$ cat config.mk
export PLATFORM = sky130hd
export DESIGN_NAME = video_top
export DESIGN_NICKNAME = d
export VERILOG_FILES = /design/src/hdl/video_pkg.sv /design/src/hdl/line_wr_if.sv /design/src/hdl/raster_timing.sv /design/src/hdl/line_fetch.sv /design/src/hdl/line_buffer.sv /design/src/hdl/pixel_shift.sv /design/src/hdl/video_top.sv
export SDC_FILE = /design/constraint.sdc
export NUM_CORES = 1
export LEC_CHECK = 0
export ABC_CLOCK_PERIOD_IN_PS = 4900
export BUFFER_PORTS_ARGS = -buffer_cell sky130_fd_sc_hd__buf_4
export CAP_MARGIN = 20
export CORE_ASPECT_RATIO = 1.1
export CORE_MARGIN = 2
export CORE_UTILIZATION = 40
export CTS_BUF_LIST = sky130_fd_sc_hd__clkbuf_8
export DETAILED_ROUTE_END_ITERATION = 8
export PLACE_DENSITY = 0.64
export SLEW_MARGIN = 20
export SYNTH_ARGS = -nofsm -noshare
export SYNTH_HDL_FRONTEND = slang
export SYNTH_SLANG_ARGS = --single-unit
$ cat constraint.sdc
create_clock -name clk24 -period 4.9 [get_ports clk24]
set_input_delay 0.49 -clock clk24 [delete_from_list [all_inputs] [get_ports clk24]]
set_output_delay 0.49 -clock clk24 [all_outputs]
set_load 0.005 [all_outputs]
$ cat src/hdl/video_pkg.sv
// ------------------------------
// raster timing constants, state codes and framebuffer types
// shared by every block of the video output path
// ------------------------------

package video_pkg;

  // ------------------------------
  // horizontal timing, 24 MHz clocks
  localparam int h_total  = 768;
  localparam int h_front  = 11;
  localparam int h_sync   = 56;
  localparam int h_back   = 61;
  localparam int h_active = h_total - h_front - h_sync - h_back;  // 640
  localparam int h_border = 64;               // left and right side each

  // ------------------------------
  // vertical timing, lines
  localparam int v_total   = 624;
  localparam int v_front   = 21;
  localparam int v_sync    = 5;
  localparam int v_back    = 22;
  localparam int v_border  = 32;              // top and bottom each
  localparam int v_picture = v_total - v_front - v_sync - v_back - 2 * v_border;

  // framebuffer geometry
  localparam int line_bytes = 64;
  localparam int col_w      = 6;
  localparam int row_w      = 8;
  localparam int fb_addr_w  = row_w + col_w;  // row in the upper bits
  localparam int cnt_w      = 10;             // phase timers, both machines

  // phase codes, horizontal machine
  localparam logic [1:0] hs_front  = 2'd0;
  localparam logic [1:0] hs_sync   = 2'd1;
  localparam logic [1:0] hs_back   = 2'd2;
  localparam logic [1:0] hs_active = 2'd3;

  // phase codes, vertical machine
  localparam logic [2:0] vs_front = 3'd0;
  localparam logic [2:0] vs_sync  = 3'd1;
  localparam logic [2:0] vs_back  = 3'd2;
  localparam logic [2:0] vs_top   = 3'd3;
  localparam logic [2:0] vs_pic   = 3'd4;
  localparam logic [2:0] vs_bot   = 3'd5;

  typedef logic [1:0] pix_t;                  // colour index

  // one framebuffer byte, read as hires or lores pixels
  typedef union packed {
    logic [7:0] mono;                         // 8 x 1 bit, leftmost in bit 7
    pix_t [3:0] color;                        // 4 x 2 bit, leftmost in [3]
  } fb_byte_u;

endpackage

$ cat src/hdl/line_wr_if.sv
// ------------------------------
// line buffer write port, fetcher to buffer
// one byte per cycle while wr_en is high, no handshake
// ------------------------------
`timescale 1ns/1ns

interface line_wr_if;

  import video_pkg::*;

  logic             wr_en;      // write strobe
  logic [col_w-1:0] wr_col;     // byte column in the line
  fb_byte_u         wr_data;    // byte from the framebuffer

  // fetcher side
  modport source (
    output wr_en,
    output wr_col,
    output wr_data
  );

  // buffer side
  modport sink (
    input wr_en,
    input wr_col,
    input wr_data
  );

endinterface

$ cat src/hdl/raster_timing.sv
// ------------------------------
// raster generator, 768 clocks x 624 lines
// makes syncs, display and picture enables, and the fetch strobe with its row
// ------------------------------
`timescale 1ns/1ns

module raster_timing (
  input  logic                    clk24,
  input  logic                    rst_n,
  input  logic [video_pkg::row_w-1:0] scroll,
  output logic                    hsync_raw,
  output logic                    vsync_raw,
  output logic                    de,
  output logic                    pic,
  output logic                    fetch_start,
  output logic [video_pkg::row_w-1:0] fetch_row
);

  import video_pkg::*;

  logic [1:0]       h_st;       // horizontal phase
  logic [cnt_w-1:0] h_cnt;      // clocks left in phase, minus one
  logic [2:0]       v_st;       // vertical phase
  logic [cnt_w-1:0] v_cnt;      // lines left in phase, minus one
  logic [row_w:0]   row_q;      // scrolled row, one extra low bit for line doubling
  logic             line_first; // first clock of a line
  logic             line_end;   // last clock of a line
  logic             fetch_line; // next line is a picture line

  assign line_first = (h_st == hs_front) && (h_cnt == cnt_w'(h_front - 1));
  assign line_end   = (h_st == hs_active) && (h_cnt == '0);

  // ------------------------------
  // horizontal machine
  // front porch, sync, back porch, active
  always_ff @(posedge clk24 or negedge rst_n)
  begin
    if (!rst_n)
    begin
      h_st  <= hs_front;
      h_cnt <= cnt_w'(h_front - 1);
    end
    else if (h_cnt != '0)
      h_cnt <= h_cnt - 1'b1;
    else
    begin
      case (h_st)
        hs_front:
        begin
          h_st  <= hs_sync;
          h_cnt <= cnt_w'(h_sync - 1);
        end
        hs_sync:
        begin
          h_st  <= hs_back;
          h_cnt <= cnt_w'(h_back - 1);
        end
        hs_back:
        begin
          h_st  <= hs_active;
          h_cnt <= cnt_w'(h_active - 1);
        end
        default:                                // end of line
        begin
          h_st  <= hs_front;
          h_cnt <= cnt_w'(h_front - 1);
        end
      endcase
    end
  end

  // ------------------------------
  // vertical machine, one step per line
  // new phase is visible from the first clock of the next line
  always_ff @(posedge clk24 or negedge rst_n)
  begin
    if (!rst_n)
    begin
      v_st  <= vs_front;
      v_cnt <= cnt_w'(v_front - 1);
    end
    else if (line_end)
    begin
      if (v_cnt != '0)
        v_cnt <= v_cnt - 1'b1;
      else
      begin
        case (v_st)
          vs_front:
          begin
            v_st  <= vs_sync;
            v_cnt <= cnt_w'(v_sync - 1);
          end
          vs_sync:
          begin
            v_st  <= vs_back;
            v_cnt <= cnt_w'(v_back - 1);
          end
          vs_back:
          begin
            v_st  <= vs_top;
            v_cnt <= cnt_w'(v_border - 1);
          end
          vs_top:
          begin
            v_st  <= vs_pic;
            v_cnt <= cnt_w'(v_picture - 1);
          end
          vs_pic:
          begin
            v_st  <= vs_bot;
            v_cnt <= cnt_w'(v_border - 1);
          end
          default:                              // bottom border done, new frame
          begin
            v_st  <= vs_front;
            v_cnt <= cnt_w'(v_front - 1);
          end
        endcase
      end
    end
  end

  // scroll row counter
  // loaded entering the last top border line, so a scroll write
  // during the picture only shows in the next frame
  always_ff @(posedge clk24 or negedge rst_n)
  begin
    if (!rst_n)
      row_q <= '0;
    else if (line_end)
    begin
      if (v_st == vs_top && v_cnt == cnt_w'(1))
        row_q <= {scroll, 1'b1};            // 2*scroll+1 gives scroll twice
      else
        row_q <= row_q - 1'b1;              // wraps mod 512, row mod 256
    end
  end

  // last top border line and all picture lines but the last fetch ahead
  assign fetch_line  = (v_st == vs_top && v_cnt == '0) || (v_st == vs_pic && v_cnt != '0);
  assign fetch_start = line_first && fetch_line;
  assign fetch_row   = row_q[row_w:1];

  // ------------------------------
  // raw sync and enable levels
  assign hsync_raw = !(h_st == hs_sync);
  assign vsync_raw = !(v_st == vs_sync);
  assign de  = (h_st == hs_active) && (v_st == vs_top || v_st == vs_pic || v_st == vs_bot);
  assign pic = (h_st == hs_active) && (v_st == vs_pic) &&
               (h_cnt >= cnt_w'(h_border)) && (h_cnt < cnt_w'(h_active - h_border));

endmodule

$ cat src/hdl/line_fetch.sv
// ------------------------------
// framebuffer reader, 64 bytes per fetch strobe
// each returned byte goes to the line buffer one cycle after its read
// ------------------------------
`timescale 1ns/1ns

module line_fetch (
  input  logic                        clk24,
  input  logic                        rst_n,
  input  logic                        fetch_start,
  input  logic [video_pkg::row_w-1:0] fetch_row,
  output logic                        fb_rd,
  output logic [video_pkg::fb_addr_w-1:0] fb_addr,
  input  logic [7:0]                  fb_data,
  line_wr_if.source                   wr
);

  import video_pkg::*;

  logic [row_w-1:0] row;        // row of the line being fetched
  logic [col_w-1:0] col;        // column of the current read

  // ------------------------------
  // read sequencer
  // fb_rd stays high for exactly line_bytes cycles
  always_ff @(posedge clk24 or negedge rst_n)
  begin
    if (!rst_n)
    begin
      fb_rd <= 1'b0;
      row   <= '0;
      col   <= '0;
    end
    else if (fetch_start)
    begin
      fb_rd <= 1'b1;
      row   <= fetch_row;                   // held for the whole line
      col   <= '0;
    end
    else if (fb_rd)
    begin
      col <= col + 1'b1;
      if (col == col_w'(line_bytes - 1))
        fb_rd <= 1'b0;                      // last column issued
    end
  end

  assign fb_addr = {row, col};              // row then column

  // ------------------------------
  // write stage, one cycle behind the reads
  always_ff @(posedge clk24 or negedge rst_n)
  begin
    if (!rst_n)
      wr.wr_en <= 1'b0;
    else
      wr.wr_en <= fb_rd;                    // data is back this cycle
  end

  always_ff @(posedge clk24)
  begin
    wr.wr_col <= col;                       // column issued last cycle
  end

  assign wr.wr_data = fb_data;              // memory answers in one cycle

endmodule

$ cat src/hdl/line_buffer.sv
// ------------------------------
// two bank line store, one line shown while the next one loads
// bank swaps on every fetch strobe
// ------------------------------
`timescale 1ns/1ns

module line_buffer (
  input  logic                        clk24,
  input  logic                        rst_n,
  input  logic                        fetch_start,
  line_wr_if.sink                     wr,
  input  logic [video_pkg::col_w-1:0] rd_col,
  output video_pkg::fb_byte_u         rd_data
);

  import video_pkg::*;

  logic     wr_bank;                      // bank the fetcher fills
  fb_byte_u mem [0:1][0:line_bytes-1];    // ping-pong storage

  // ------------------------------
  // bank select
  always_ff @(posedge clk24 or negedge rst_n)
  begin
    if (!rst_n)
      wr_bank <= 1'b0;
    else if (fetch_start)
      wr_bank <= ~wr_bank;                // new line goes to the other bank
  end

  // ------------------------------
  // write side
  always_ff @(posedge clk24)
  begin
    if (wr.wr_en)
      mem[wr_bank][wr.wr_col] <= wr.wr_data;
  end

  // read side, combinational from the bank not being filled
  // holds the line loaded during the previous line time
  assign rd_data = mem[~wr_bank][rd_col];

endmodule

$ cat src/hdl/pixel_shift.sv
// ------------------------------
// byte serializer and output register
// hires or lores decode, border fill, syncs delayed to match
// ------------------------------
`timescale 1ns/1ns

module pixel_shift (
  input  logic                        clk24,
  input  logic                        rst_n,
  input  logic                        hires,
  input  video_pkg::pix_t             border_color,
  input  logic                        de,
  input  logic                        pic,
  input  logic                        hsync_raw,
  input  logic                        vsync_raw,
  output logic [video_pkg::col_w-1:0] rd_col,
  input  video_pkg::fb_byte_u         rd_data,
  output video_pkg::pix_t             pix,
  output logic                        de_out,
  output logic                        hsync,
  output logic                        vsync
);

  import video_pkg::*;

  logic [col_w+2:0] px_cnt;     // clock index inside the picture, 0..511
  logic [2:0]       slot;       // clock within the current byte
  pix_t             pic_pix;    // decoded picture pixel

  // pixel counter, cleared in every clock outside the picture
  always_ff @(posedge clk24 or negedge rst_n)
  begin
    if (!rst_n)
      px_cnt <= '0;
    else if (pic)
      px_cnt <= px_cnt + 1'b1;
    else
      px_cnt <= '0;
  end

  assign rd_col = px_cnt[col_w+2:3];        // 8 clocks per byte
  assign slot   = px_cnt[2:0];

  // ------------------------------
  // decode, leftmost pixel first
  assign pic_pix = hires ? {1'b0, rd_data.mono[~slot]}   // 1 bit per clock
                         : rd_data.color[~slot[2:1]];    // 2 bits held 2 clocks

  // output stage, one clock behind the raw timing
  always_ff @(posedge clk24 or negedge rst_n)
  begin
    if (!rst_n)
    begin
      pix    <= '0;
      de_out <= 1'b0;
      hsync  <= 1'b1;
      vsync  <= 1'b1;
    end
    else
    begin
      pix    <= !de ? pix_t'(0) : (pic ? pic_pix : border_color);
      de_out <= de;
      hsync  <= hsync_raw;
      vsync  <= vsync_raw;
    end
  end

endmodule

$ cat src/hdl/video_top.sv
// ------------------------------
// video output top level
// raster timing, line fetch, line buffer and pixel stage
// ------------------------------
`timescale 1ns/1ns

module video_top (
  input  logic                            clk24,
  input  logic                            rst_n,
  input  logic [video_pkg::row_w-1:0]     scroll,       // first picture row
  input  logic                            hires,        // 1 = 8 mono pixels per byte
  input  video_pkg::pix_t                 border_color,
  output logic                            fb_rd,
  output logic [video_pkg::fb_addr_w-1:0] fb_addr,
  input  logic [7:0]                      fb_data,      // valid 1 clock after fb_rd
  output logic                            hsync,
  output logic                            vsync,
  output logic                            de,
  output video_pkg::pix_t                 pix
);

  import video_pkg::*;

  logic             hsync_raw;
  logic             vsync_raw;
  logic             de_raw;      // display area, before the output register
  logic             pic;
  logic             fetch_start;
  logic [row_w-1:0] fetch_row;
  logic [col_w-1:0] rd_col;
  fb_byte_u         rd_data;

  line_wr_if u_wr ();            // fetcher to buffer writes

  raster_timing u_timing (
    .clk24(clk24), .rst_n(rst_n), .scroll(scroll),
    .hsync_raw(hsync_raw), .vsync_raw(vsync_raw), .de(de_raw), .pic(pic),
    .fetch_start(fetch_start), .fetch_row(fetch_row)
  );

  line_fetch u_fetch (
    .clk24(clk24), .rst_n(rst_n), .fetch_start(fetch_start), .fetch_row(fetch_row),
    .fb_rd(fb_rd), .fb_addr(fb_addr), .fb_data(fb_data), .wr(u_wr.source)
  );

  line_buffer u_buffer (
    .clk24(clk24), .rst_n(rst_n), .fetch_start(fetch_start), .wr(u_wr.sink),
    .rd_col(rd_col), .rd_data(rd_data)
  );

  pixel_shift u_pixel (
    .clk24(clk24), .rst_n(rst_n), .hires(hires), .border_color(border_color),
    .de(de_raw), .pic(pic), .hsync_raw(hsync_raw), .vsync_raw(vsync_raw),
    .rd_col(rd_col), .rd_data(rd_data),
    .pix(pix), .de_out(de), .hsync(hsync), .vsync(vsync)
  );

endmodule

==> impl_metrics.env, run 1 <==
export IMPL_cts_tree="done"
export IMPL_synth_nets=2295
export IMPL_rows=126
export IMPL_h_tree_depth=4
export IMPL_drv_slew=0
export IMPL_status="completed"
export IMPL_syn_to_final_growth_pct=12.5
export IMPL_worstPathRequired_ns=5.60
export IMPL_nets=2460
export IMPL_clock_sinks=1095
export IMPL_ff2ff_path_depth=11
export IMPL_synth_compound_area_frac=0.0361
export IMPL_place_congestion=0.882
export IMPL_min_delay_path_class="primary input to flip-flop"
export IMPL_cts_root_buf="clkbuf_8"
export IMPL_mostFrequentLayoutCells="1024 x edfxtp_1, 233 x mux4_2, 178 x clkbuf_8, 177 x nor2_1, 97 x buf_4"
export IMPL_synth_seq_cells=1095
export IMPL_min_period_ns=4.38
export IMPL_avgSynthCellArea_um2=19.2
export IMPL_layout_drive_gt1_share=0.234
export IMPL_synthCells=2259
export IMPL_period_share=0.895
export IMPL_totalWireLength_um=108000
export IMPL_vdd_drop_max_v=0.000226
export IMPL_synth_area_top_cells="edfxtp_1 71%, mux4_2 12%, dfrtp_1 3.4%"
export IMPL_synthDominantCellAreaShare=0.709
export IMPL_hold_viol=0
export IMPL_die_w_um=318
export IMPL_crit_arrival_ns=5.08
export IMPL_clock_skew_ns=0.0449
export IMPL_dr_pass1_iters=7
export IMPL_antenna_found_initial=1
export IMPL_drtIter0Drc=2514
export IMPL_clock_path_buffers=3
export IMPL_die_y_um=349
export IMPL_relSlewSlack=0.236
export IMPL_tightest_slew_ns=1.14
export IMPL_route_vias_total=22900
export IMPL_cap_viol_max_count=0
export IMPL_worst_path_max_fanout=34
export IMPL_syn_cell_area_um2=43400
export IMPL_core_um2=107000
export IMPL_setup_worst_path_start_class="flip-flop"
export IMPL_clock_latency_ns=0.84
export IMPL_slowest_delay_ns=0.95
export IMPL_rsz0062_at_grt="false"
export IMPL_min_path_cells=1
export IMPL_drc=0
export IMPL_whs_ns=0.207
export IMPL_port_buffer_count=40
export IMPL_yosysSeqAreaShare=0.749
export IMPL_grt_pass1_wl_um=159000
export IMPL_grtUsageTotal=0.195
export IMPL_setup_tns_ns=0
export IMPL_dp_hpwl_um=67900
export IMPL_synthMuxAreaShare=0.140
export IMPL_cts_buffers=169
export IMPL_power_density_nw_per_um2=369
export IMPL_synth_top_family_by_area="multiplexers"
export IMPL_synth_yosys_warnings=0
export IMPL_worst_path_max_delay_cell="dfrtp_4"
export IMPL_start_util=0.404
export IMPL_async_flop_share=0.0594
export IMPL_finalInstanceArea_um2=48800
export IMPL_clk_pin_slew_ns=0.07
export IMPL_p_leak_nw=15.4
export IMPL_worst_setup_path_end_kind="flip-flop"
export IMPL_synth_edf_count=1024
export IMPL_p_total_mw=18.0
export IMPL_setup_violations=0
export IMPL_synth_simple_gate_area_frac=0.0464
export IMPL_drtAntennaViolNets=0
export IMPL_fmax_mhz=228
export IMPL_n_fill_cell=8987
export IMPL_placed_cell_area_um2=45300
export IMPL_first_global_vias=23400
export IMPL_synth_largest_area_cell="edfxtp_1"
export IMPL_crit_chain="buf_12 > buf_4 > mux4_2 > a22o_1 > a221oi_1 > o22ai_1 > a211oi_1 > nor4_1 > nor3_1 > o31ai_1 > dlygate4sd3_1"
export IMPL_path_class="flip-flop to flip-flop"
export IMPL_synthAdderAreaFrac=0.00433
export IMPL_pin_count=41
export IMPL_synth_ff_type="edfxtp_1"
export IMPL_layout_commonest_cell="edfxtp_1"
export IMPL_cts_setup_buffers=0
export IMPL_die_area_um2=111000
export IMPL_yosys_area_share_xor_xnor=0.00444
export IMPL_wl_per_cell_um=27.2
export IMPL_overflow=0
export IMPL_ys_types=64
export IMPL_regToRegSetupSlack_ns=0.52
export IMPL_vias_per_cell=5.76
export IMPL_post_route_util=0.455
export IMPL_grt_max_degree=90
[cell type report]
cell class / count / area (um^2) / area share
multi-input cells: 1017 / 10000 / 0.206
inverters: 23 / 86.3 / 0.00177
repair buffers: 118 / 1030 / 0.0211
flip-flops and latches: 1095 / 32500 / 0.666
well taps: 1408 / 1760 / 0.0361
diodes: 2 / 5.00 / 0.000103
clock inverters: 129 / 918 / 0.0188
clock buffers: 178 / 2450 / 0.0502
[cells in the mapped netlist (all sizes together) (7+ instances only)]
cell type	instances
ha	15
nand2	94
edfxtp	1024
a22o	13
nor2	178
buf	71
inv	23
nand4	13
clkbuf	53
mux4	233
o21ai	35
nor3	32
a21oi	58
and2	7
xor2	9
a22oi	37
a31oi	10
nor4	11
xnor2	13
dfrtp	59
nor2b	18
a2111oi	9
or3	9
nand3	34
mux2i	74
o22ai	17
a221oi	18
nand2b	11
[logic make-up after synthesis]
| group | Yosys count |
|---|---|
| compound gates | 232 |
| xor+xnor | 22 |
| fa+ha+maj | 15 |
| buf+inv | 147 |
| flops | 1095 |
| mux | 313 |
| simple gates | 435 |
[metrics by stage]
step / setup WS [ns] / cells
6_report: 0.517 / 3970
5_1_grt: 0.283 / 3970
4_1_cts: 0.466 / 3968
3_5_place_dp: 0.895 / 3649
3_3_place_gp: 0.843 / 3649
2_1_floorplan: 2.19 / 2259
[metal layers]
layer	routed length, um	GRT usage
met1	42800	0.256
met3	8590	0.0407
met5	0	0
met4	4400	0.0881
met2	52200	0.315
[worst max-delay path, delay by kind of cell, from the launching register on]
kind,cells,cell delay (ns)
compound gates,5,1.22
buf+inv,3,1.17
flops,1,0.95
mux,1,0.53
simple gates,2,0.33
[flip-flops by register name (all words and copies together), names as in the netlist]
register	count
u_fetch.fb_rd	1
u_fetch.wr.wr_en	1
u_timing.h_st	2
u_fetch.col	6
u_pixel.px_cnt	9
u_timing.v_st	3
u_timing.v_cnt	10
u_buffer.wr_bank	1
u_fetch.wr.wr_col	6
u_pixel.pix	2
u_fetch.row	8
u_buffer.mem	1024
u_timing.row_q	9
u_pixel.de_out	1
u_pixel.hsync	1
u_timing.h_cnt	10
u_pixel.vsync	1
[worst paths after layout]
check	start	endpoint
worst min-delay path	fb_data[7]	u_buffer.mem[1][63]
max in group asynchronous	rst_n	u_pixel.px_cnt[3]
worst max register to register	u_buffer.wr_bank	u_pixel.pix[1]
worst max-delay path	u_buffer.wr_bank	u_pixel.pix[1]
worst min register to register	u_fetch.col[1]	u_fetch.wr.wr_col[1]
min in group asynchronous	rst_n	u_timing.h_st[0]
[power by group]
group | switching, mW | internal [mW]
Clock | 3.62 | 3.99
Combinational | 0.159 | 0.0204
Sequential | 0 | 10.2
Total | 3.78 | 14.2
[repair_timing]
action | in CTS | in global routing
endpoints found under the hold margin | 69 | 0
resized for setup | 0 | 0
hold buffers | 12 | 0
setup endpoints to repair | 0 | 0
No activity file was read; power rests on OpenSTA's default activity.
==> run 2: changes to the inputs <==
--- a/config.mk
+++ b/config.mk
@@ -5,7 +5,7 @@
 export SDC_FILE = /design/constraint.sdc
 export NUM_CORES = 1
 export LEC_CHECK = 0
-export ABC_CLOCK_PERIOD_IN_PS = 4900
+export ABC_CLOCK_PERIOD_IN_PS = 3700
 export BUFFER_PORTS_ARGS = -buffer_cell sky130_fd_sc_hd__buf_4
 export CAP_MARGIN = 20
 export CORE_ASPECT_RATIO = 1.1
@@ -13,7 +13,7 @@
 export CORE_UTILIZATION = 40
 export CTS_BUF_LIST = sky130_fd_sc_hd__clkbuf_8
 export DETAILED_ROUTE_END_ITERATION = 8
-export PLACE_DENSITY = 0.64
+export PLACE_DENSITY = 0.66
 export SLEW_MARGIN = 20
 export SYNTH_ARGS = -nofsm -noshare
 export SYNTH_HDL_FRONTEND = slang
==> constraint.sdc (replaced) <==
create_clock -name clk24 -period 3.7 [get_ports clk24]
set_input_delay 0.37 -clock clk24 [delete_from_list [all_inputs] [get_ports clk24]]
set_output_delay 0.37 -clock clk24 [all_outputs]
set_load 0.005 [all_outputs]
==> run 2 against run 1 <==
Net effect: die area stayed put; via count grew 1.5%; clock skew is 0.0016 ns higher; global-route usage shrank 0.31 points; final cell count is 3.4% higher; cell area is 1.9% higher; first-iteration DRC count up 22%; power increased by 28%; sequential cell count stayed put; largest power group unchanged.
==> impl_metrics.env, run 2 (synthesis results as in run 1) <==
export IMPL_path_depth=9
export IMPL_slowest_delay_ns=0.73
export IMPL_ff2ff_path_depth=9
export IMPL_worst_setup_path_end_kind="flip-flop"
export IMPL_dr_pass1_iters=6
export IMPL_die_w_um=318
export IMPL_whs_ns=0.119
export IMPL_relSlewSlack=0.270
export IMPL_crit_chain="buf_12 > buf_12 > mux4_2 > a2111oi_0 > nor4_1 > a41oi_1 > nor4_1 > o31ai_1 > a21oi_1"
export IMPL_p_total_mw=23.0
export IMPL_regToRegSetupSlack_ns=0.13
export IMPL_vdd_drop_max_v=0.000337
export IMPL_top_register="u_buffer.mem"
export IMPL_worst_path_max_fanout=20
export IMPL_grt_max_degree=129
export IMPL_drv_slew=0
export IMPL_drc=0
export IMPL_cap_viol_max_count=0
export IMPL_worst_path_max_delay_cell="a2111oi_0"
export IMPL_setup_worst_path_start_class="flip-flop"
export IMPL_fmax_mhz=280
export IMPL_period_share=0.965
export IMPL_syn_to_final_growth_pct=14.7
export IMPL_pin_count=41
export IMPL_mostFrequentLayoutCells="1024 x edfxtp_1, 233 x mux4_2, 230 x buf_4, 177 x nor2_1, 176 x clkbuf_8"
export IMPL_post_route_util=0.463
export IMPL_grtUsageTotal=0.192
export IMPL_clock_sinks=1095
export IMPL_status="completed"
export IMPL_tightest_slew_ns=1.09
export IMPL_port_buffer_count=40
export IMPL_rows=126
export IMPL_core_um2=107000
export IMPL_largest_reg_flops=1024
export IMPL_h_tree_depth=4
export IMPL_layout_commonest_cell="edfxtp_1"
export IMPL_totalWireLength_um=107000
export IMPL_largest_registers="u_buffer.mem: 1024 flops, u_timing.h_cnt: 10 flops, u_timing.v_cnt: 10 flops"
export IMPL_grt_pass1_wl_um=158000
export IMPL_dp_hpwl_um=68900
export IMPL_start_util=0.404
export IMPL_nets=2605
export IMPL_p_leak_nw=16.1
export IMPL_wl_per_cell_um=26.0
export IMPL_crit_path_start="u_buffer.wr_bank"
export IMPL_min_period_ns=3.57
export IMPL_worst_path_buf_inv=2
export IMPL_clk_pin_slew_ns=0.06
export IMPL_route_vias_total=23200
export IMPL_drtIter0Drc=3072
export IMPL_dpl_worst_slack_ns=0.179
export IMPL_r2r_start="u_buffer.wr_bank"
export IMPL_hold_viol=0
export IMPL_path_class="flip-flop to flip-flop"
export IMPL_die_area_um2=111000
export IMPL_min_delay_path_class="primary input to flip-flop"
export IMPL_first_global_vias=23900
export IMPL_cts_resized=0
export IMPL_layout_drive_gt1_share=0.269
export IMPL_crit_arrival_ns=4.27
export IMPL_setup_slack_ns=0.131
export IMPL_drtAntennaViolNets=0
export IMPL_vias_per_cell=5.66
export IMPL_die_y_um=349
export IMPL_path_delay_family="compound AO/OA/AOI/OAI gates"
export IMPL_setup_violations=0
export IMPL_place_congestion=0.905
export IMPL_clock_latency_ns=0.83
export IMPL_overflow=0
export IMPL_power_density_nw_per_um2=463
export IMPL_cts_root_buf="clkbuf_8"
export IMPL_rsz0062_at_grt="false"
export IMPL_rr_endpoint="u_pixel.pix[0]"
export IMPL_clock_skew_ns=0.0465
export IMPL_antenna_found_initial=4
export IMPL_worstPathRequired_ns=4.40
export IMPL_setup_tns_ns=0
export IMPL_cts_buffers=167
export IMPL_crit_end="u_pixel.pix[0]"
export IMPL_clock_path_buffers=3
export IMPL_cts_tree="done"
-- run 2: changes by cell type in the layout (fill, tap and decap cells not counted), sizes merged, moves of 2 or more --
cell and delta:
inv +14, clkinvlp +3, buf +146, clkbuf -2
clkinv -17, bufinv -9
-- run 2: layer usage --
metal,track usage,vias to the layer above,share of wire
li1,-,9813,-
met1,0.254,12100,0.39
met2,0.315,1140,0.49
met5,0,-,0.00012
met3,0.0381,203,0.083
met4,0.0732,2,0.032
-- run 2: power breakdown --
part           internal (mW)  total [mW]  leakage (nW)  switching, mW
sequential              13.5        13.5          10.1              0
clock                   4.59        9.23          1.76           4.65
combinational         0.0350       0.247          4.24          0.212
total                   18.2        23.0          16.1           4.86
-- run 2: through the flow --
stage                     cells  area, um^2
final                      4105       49700
after CTS                  4104       49700
after global placement     3795       46500
after detailed placement   3795       46500
after global routing       4105       49700
after floorplan            2259       43400
-- run 2: final cells by class --
| class | count | area (um^2) |
|---|---|---|
| repair buffers | 265 | 2280 |
| inverters | 23 | 86.3 |
| multi-input cells | 1017 | 10000 |
| clock buffers | 176 | 2420 |
| flip-flops and latches | 1095 | 32500 |
| fillers | 8828 | 57600 |
| well taps | 1408 | 1760 |
| diodes | 1 | 2.50 |
| clock inverters | 120 | 647 |
-- run 2: worst reg2reg max path: stages (launching register included) --
cell	delay (ns)
dfrtp_4	0.64
buf_12	0.27
buf_12	0.25
mux4_2	0.53
a2111oi_0	0.73
nor4_1	0.15
a41oi_1	0.35
nor4_1	0.14
o31ai_1	0.28
a21oi_1	0.11
-- run 2: worst min path at each step --
stage / start / endpoint / slack [ns] / cells past startpoint
after detailed placement: u_fetch.row[2] / u_fetch.row[2] / 0.47 / 2
after global routing: fb_data[1] / u_buffer.mem[0][473] / 0.08 / 1
after global placement: u_fetch.row[2] / u_fetch.row[2] / 0.47 / 2
after CTS: fb_data[1] / u_buffer.mem[0][465] / 0.05 / 1
final: fb_data[1] / u_buffer.mem[1][465] / 0.12 / 1
after floorplan: rst_n / u_buffer.wr_bank / 0.07 / 0
-- run 2: what timing repair did --
item / CTS / global route
hold endpoints to repair: 88 / 0
setup buffers: 0 / 0
hold buffers: 13 / 0
==> run 3: changes to the inputs <==
--- a/config.mk
+++ b/config.mk
@@ -8,11 +8,12 @@
 export ABC_CLOCK_PERIOD_IN_PS = 3700
 export BUFFER_PORTS_ARGS = -buffer_cell sky130_fd_sc_hd__buf_4
 export CAP_MARGIN = 20
-export CORE_ASPECT_RATIO = 1.1
+export CORE_ASPECT_RATIO = 1.4
 export CORE_MARGIN = 2
 export CORE_UTILIZATION = 40
 export CTS_BUF_LIST = sky130_fd_sc_hd__clkbuf_8
 export DETAILED_ROUTE_END_ITERATION = 8
+export GPL_TIMING_DRIVEN = 0
 export PLACE_DENSITY = 0.66
 export SLEW_MARGIN = 20
 export SYNTH_ARGS = -nofsm -noshare
==> run 3 against run 2 <==
Net effect: the run now ends with negative setup slack left; via count is 6.2% higher; critical path depth is 1 lower; count of clock-buffer cells in the layout is 11 lower; setup slack worse by 0.27 ns; first-iteration DRC count is 24% higher; wire length is 27% higher; die area hardly changed; combinational power is 5% lower; non-clock buffer count is 84 lower; register-to-register slack worse by 0.27 ns; clock skew is 0.0042 ns lower; critical path type unchanged; largest cell class unchanged.
==> impl_metrics.env, run 3 (synthesis results as in run 1) <==
export IMPL_rows=142
export IMPL_p_total_mw=23.1
export IMPL_setup_slack_ns=-0.144
export IMPL_relSlewSlack=0.0715
export IMPL_clock_sinks=1095
export IMPL_vdd_drop_max_v=0.000343
export IMPL_min_period_ns=3.84
export IMPL_crit_top_cell="buf_6"
export IMPL_power_density_nw_per_um2=468
export IMPL_dr_pass1_iters=5
export IMPL_fmax_mhz=260
export IMPL_top_register="u_buffer.mem"
export IMPL_antenna_found_initial=3
export IMPL_port_buffer_count=40
export IMPL_clk_pin_slew_ns=0.06
export IMPL_route_vias_total=24700
export IMPL_drtIter0Drc=3812
export IMPL_status="complete, but fails checks"
export IMPL_n_fill_cell=9057
export IMPL_setup_worst_path_start_class="flip-flop"
export IMPL_worstPathRequired_ns=4.18
export IMPL_die_w_um=282
export IMPL_start_util=0.404
export IMPL_regToRegSetupSlack_ns=-0.14
export IMPL_wl_per_cell_um=33.4
export IMPL_first_global_vias=25000
export IMPL_overflow=0
export IMPL_worst_setup_path_end_kind="flip-flop"
export IMPL_totalWireLength_um=135000
export IMPL_nets=2511
export IMPL_dp_hpwl_um=87200
export IMPL_grtUsageTotal=0.245
export IMPL_rsz0062_at_grt="true"
export IMPL_p_leak_nw=15.4
export IMPL_min_delay_path_class="primary input to flip-flop"
export IMPL_largest_registers="u_buffer.mem: 1024 flops, u_timing.h_cnt: 10 flops, u_timing.v_cnt: 10 flops"
export IMPL_setup_violations=93
export IMPL_clock_skew_ns=0.0423
export IMPL_drv_slew=0
export IMPL_path_delay_family="buffers and inverters"
export IMPL_met2_wirelength_um=66800
export IMPL_grt_max_degree=129
export IMPL_largest_reg_flops=1024
export IMPL_wl_met1_um=44500
export IMPL_dpl_worst_slack_ns=-1.01
export IMPL_die_y_um=394
export IMPL_rr_endpoint="u_buffer.mem[1][175]"
export IMPL_place_congestion=1.02
export IMPL_cap_viol_max_count=0
export IMPL_pin_count=41
export IMPL_layout_drive_gt1_share=0.272
export IMPL_whs_ns=0.0347
export IMPL_clock_latency_ns=0.87
export IMPL_r2r_start="u_buffer.wr_bank"
export IMPL_die_area_um2=111000
export IMPL_drc=0
export IMPL_min_to="u_buffer.mem[1][484]"
export IMPL_slowest_delay_ns=0.74
export IMPL_hold_viol=0
export IMPL_path_class="flip-flop to flip-flop"
export IMPL_cts_buffers=157
export IMPL_syn_to_final_growth_pct=13.9
export IMPL_placed_cell_area_um2=45500
export IMPL_crit_arrival_ns=4.33
export IMPL_cts_tree="done"
export IMPL_crit_chain="buf_6 > buf_12 > buf_6 > buf_6 > buf_6 > clkbuf_4 > nand3_1 > nor2_2"
export IMPL_worst_path_max_fanout=10
export IMPL_min_path_cells=1
export IMPL_drtAntennaViolNets=0
export IMPL_grt_pass1_wl_um=187000
export IMPL_mostFrequentLayoutCells="1024 x edfxtp_1, 233 x mux4_2, 165 x clkbuf_8, 93 x nand2_1, 81 x nor2_1"
export IMPL_tightest_slew_ns=1.39
export IMPL_vias_per_cell=6.11
export IMPL_core_um2=107000
export IMPL_maxUsedRoutingLayer="met5"
export IMPL_h_tree_depth=4
export IMPL_period_share=1.04
export IMPL_worst_path_max_delay_cell="nor2_2"
export IMPL_worst_path_buf_inv=6
export IMPL_finalInstanceArea_um2=49400
export IMPL_hp_start="fb_data[4]"
export IMPL_layout_commonest_cell="edfxtp_1"
export IMPL_violations="negative setup slack"
export IMPL_ff2ff_path_depth=8
export IMPL_cts_root_buf="clkbuf_8"
export IMPL_clock_path_buffers=3
export IMPL_routed_wl_met3_um=13200
## run 3: cell types whose count changed in the layout (fill, tap and decap cells not counted), sizes merged
cell | before | now
clkinv | 52 | 56
clkbuf | 176 | 220
buf | 252 | 113
diode | 1 | 3
inv | 85 | 72
clkdlybuf4s15 | 0 | 1
dlygate4sd3 | 13 | 12
bufinv | 2 | 7
## run 3: how the worst max path moves through the flow
stage	startpoint	endpoint	slack [ns]	cells after the start
2_1_floorplan	u_buffer.wr_bank	u_buffer.mem[1][288]	0.99	9
5_1_grt	u_buffer.wr_bank	u_buffer.mem[1][190]	-0.17	8
4_1_cts	u_buffer.wr_bank	u_buffer.mem[1][99]	-0.23	9
6_report	u_buffer.wr_bank	u_buffer.mem[1][175]	-0.14	8
3_3_place_gp	u_pixel.px_cnt[5]	u_pixel.pix[1]	-0.97	10
3_5_place_dp	u_buffer.wr_bank	u_buffer.mem[1][208]	-1.01	9
## run 3: layout make-up
class	count	area, um^2	area share
inverters	23	86.3	0.00175
plain buffers	122	863	0.0175
repair buffers	59	528	0.0107
diodes	3	7.51	0.000152
clock buffers	165	2270	0.0460
clock inverters	116	721	0.0146
multi-input cells	1017	10600	0.215
flip-flops and latches	1095	32500	0.658
well taps	1440	1800	0.0365
## run 3: power by group
part | internal, mW | switching, mW
clock network | 4.65 | 4.70
logic | 0.0251 | 0.209
registers | 13.5 | 0
## run 3: metrics by stage
stage | TNS (ns) | util | instances
2_1_floorplan | 0 | - | 2259
3_3_place_gp | -222.85 | 0.424 | 3739
3_5_place_dp | -286.34 | 0.424 | 3739
4_1_cts | -20.62 | 0.458 | 4037
5_1_grt | -7.39 | 0.460 | 4038
6_report | -6.21 | 0.460 | 4040
## run 3: worst register-to-register path: stages, from the launching register on
cell and delay, ns:
dfrtp_1 0.34, buf_6 0.12, buf_12 0.18, buf_6 0.30, buf_6 0.32, buf_6 0.37
clkbuf_4 0.36, nand3_1 0.74, nor2_2 0.75
## run 3: routing by layer
metal	track usage	vias to the layer above
met5	0	-
met4	0.169	2
met3	0.0592	486
met2	0.400	1757
met1	0.283	12800
li1	-	9644
## run 3: timing repair
action / 4_1_cts / 5_1_grt
endpoints found under the setup margin: 698 / 392
hold buffers: 12 / 0
pin swaps: 3 / 0
hold endpoints to repair: 69 / 0
resized for setup: 146 / 58
buffers inserted: 7 / 0
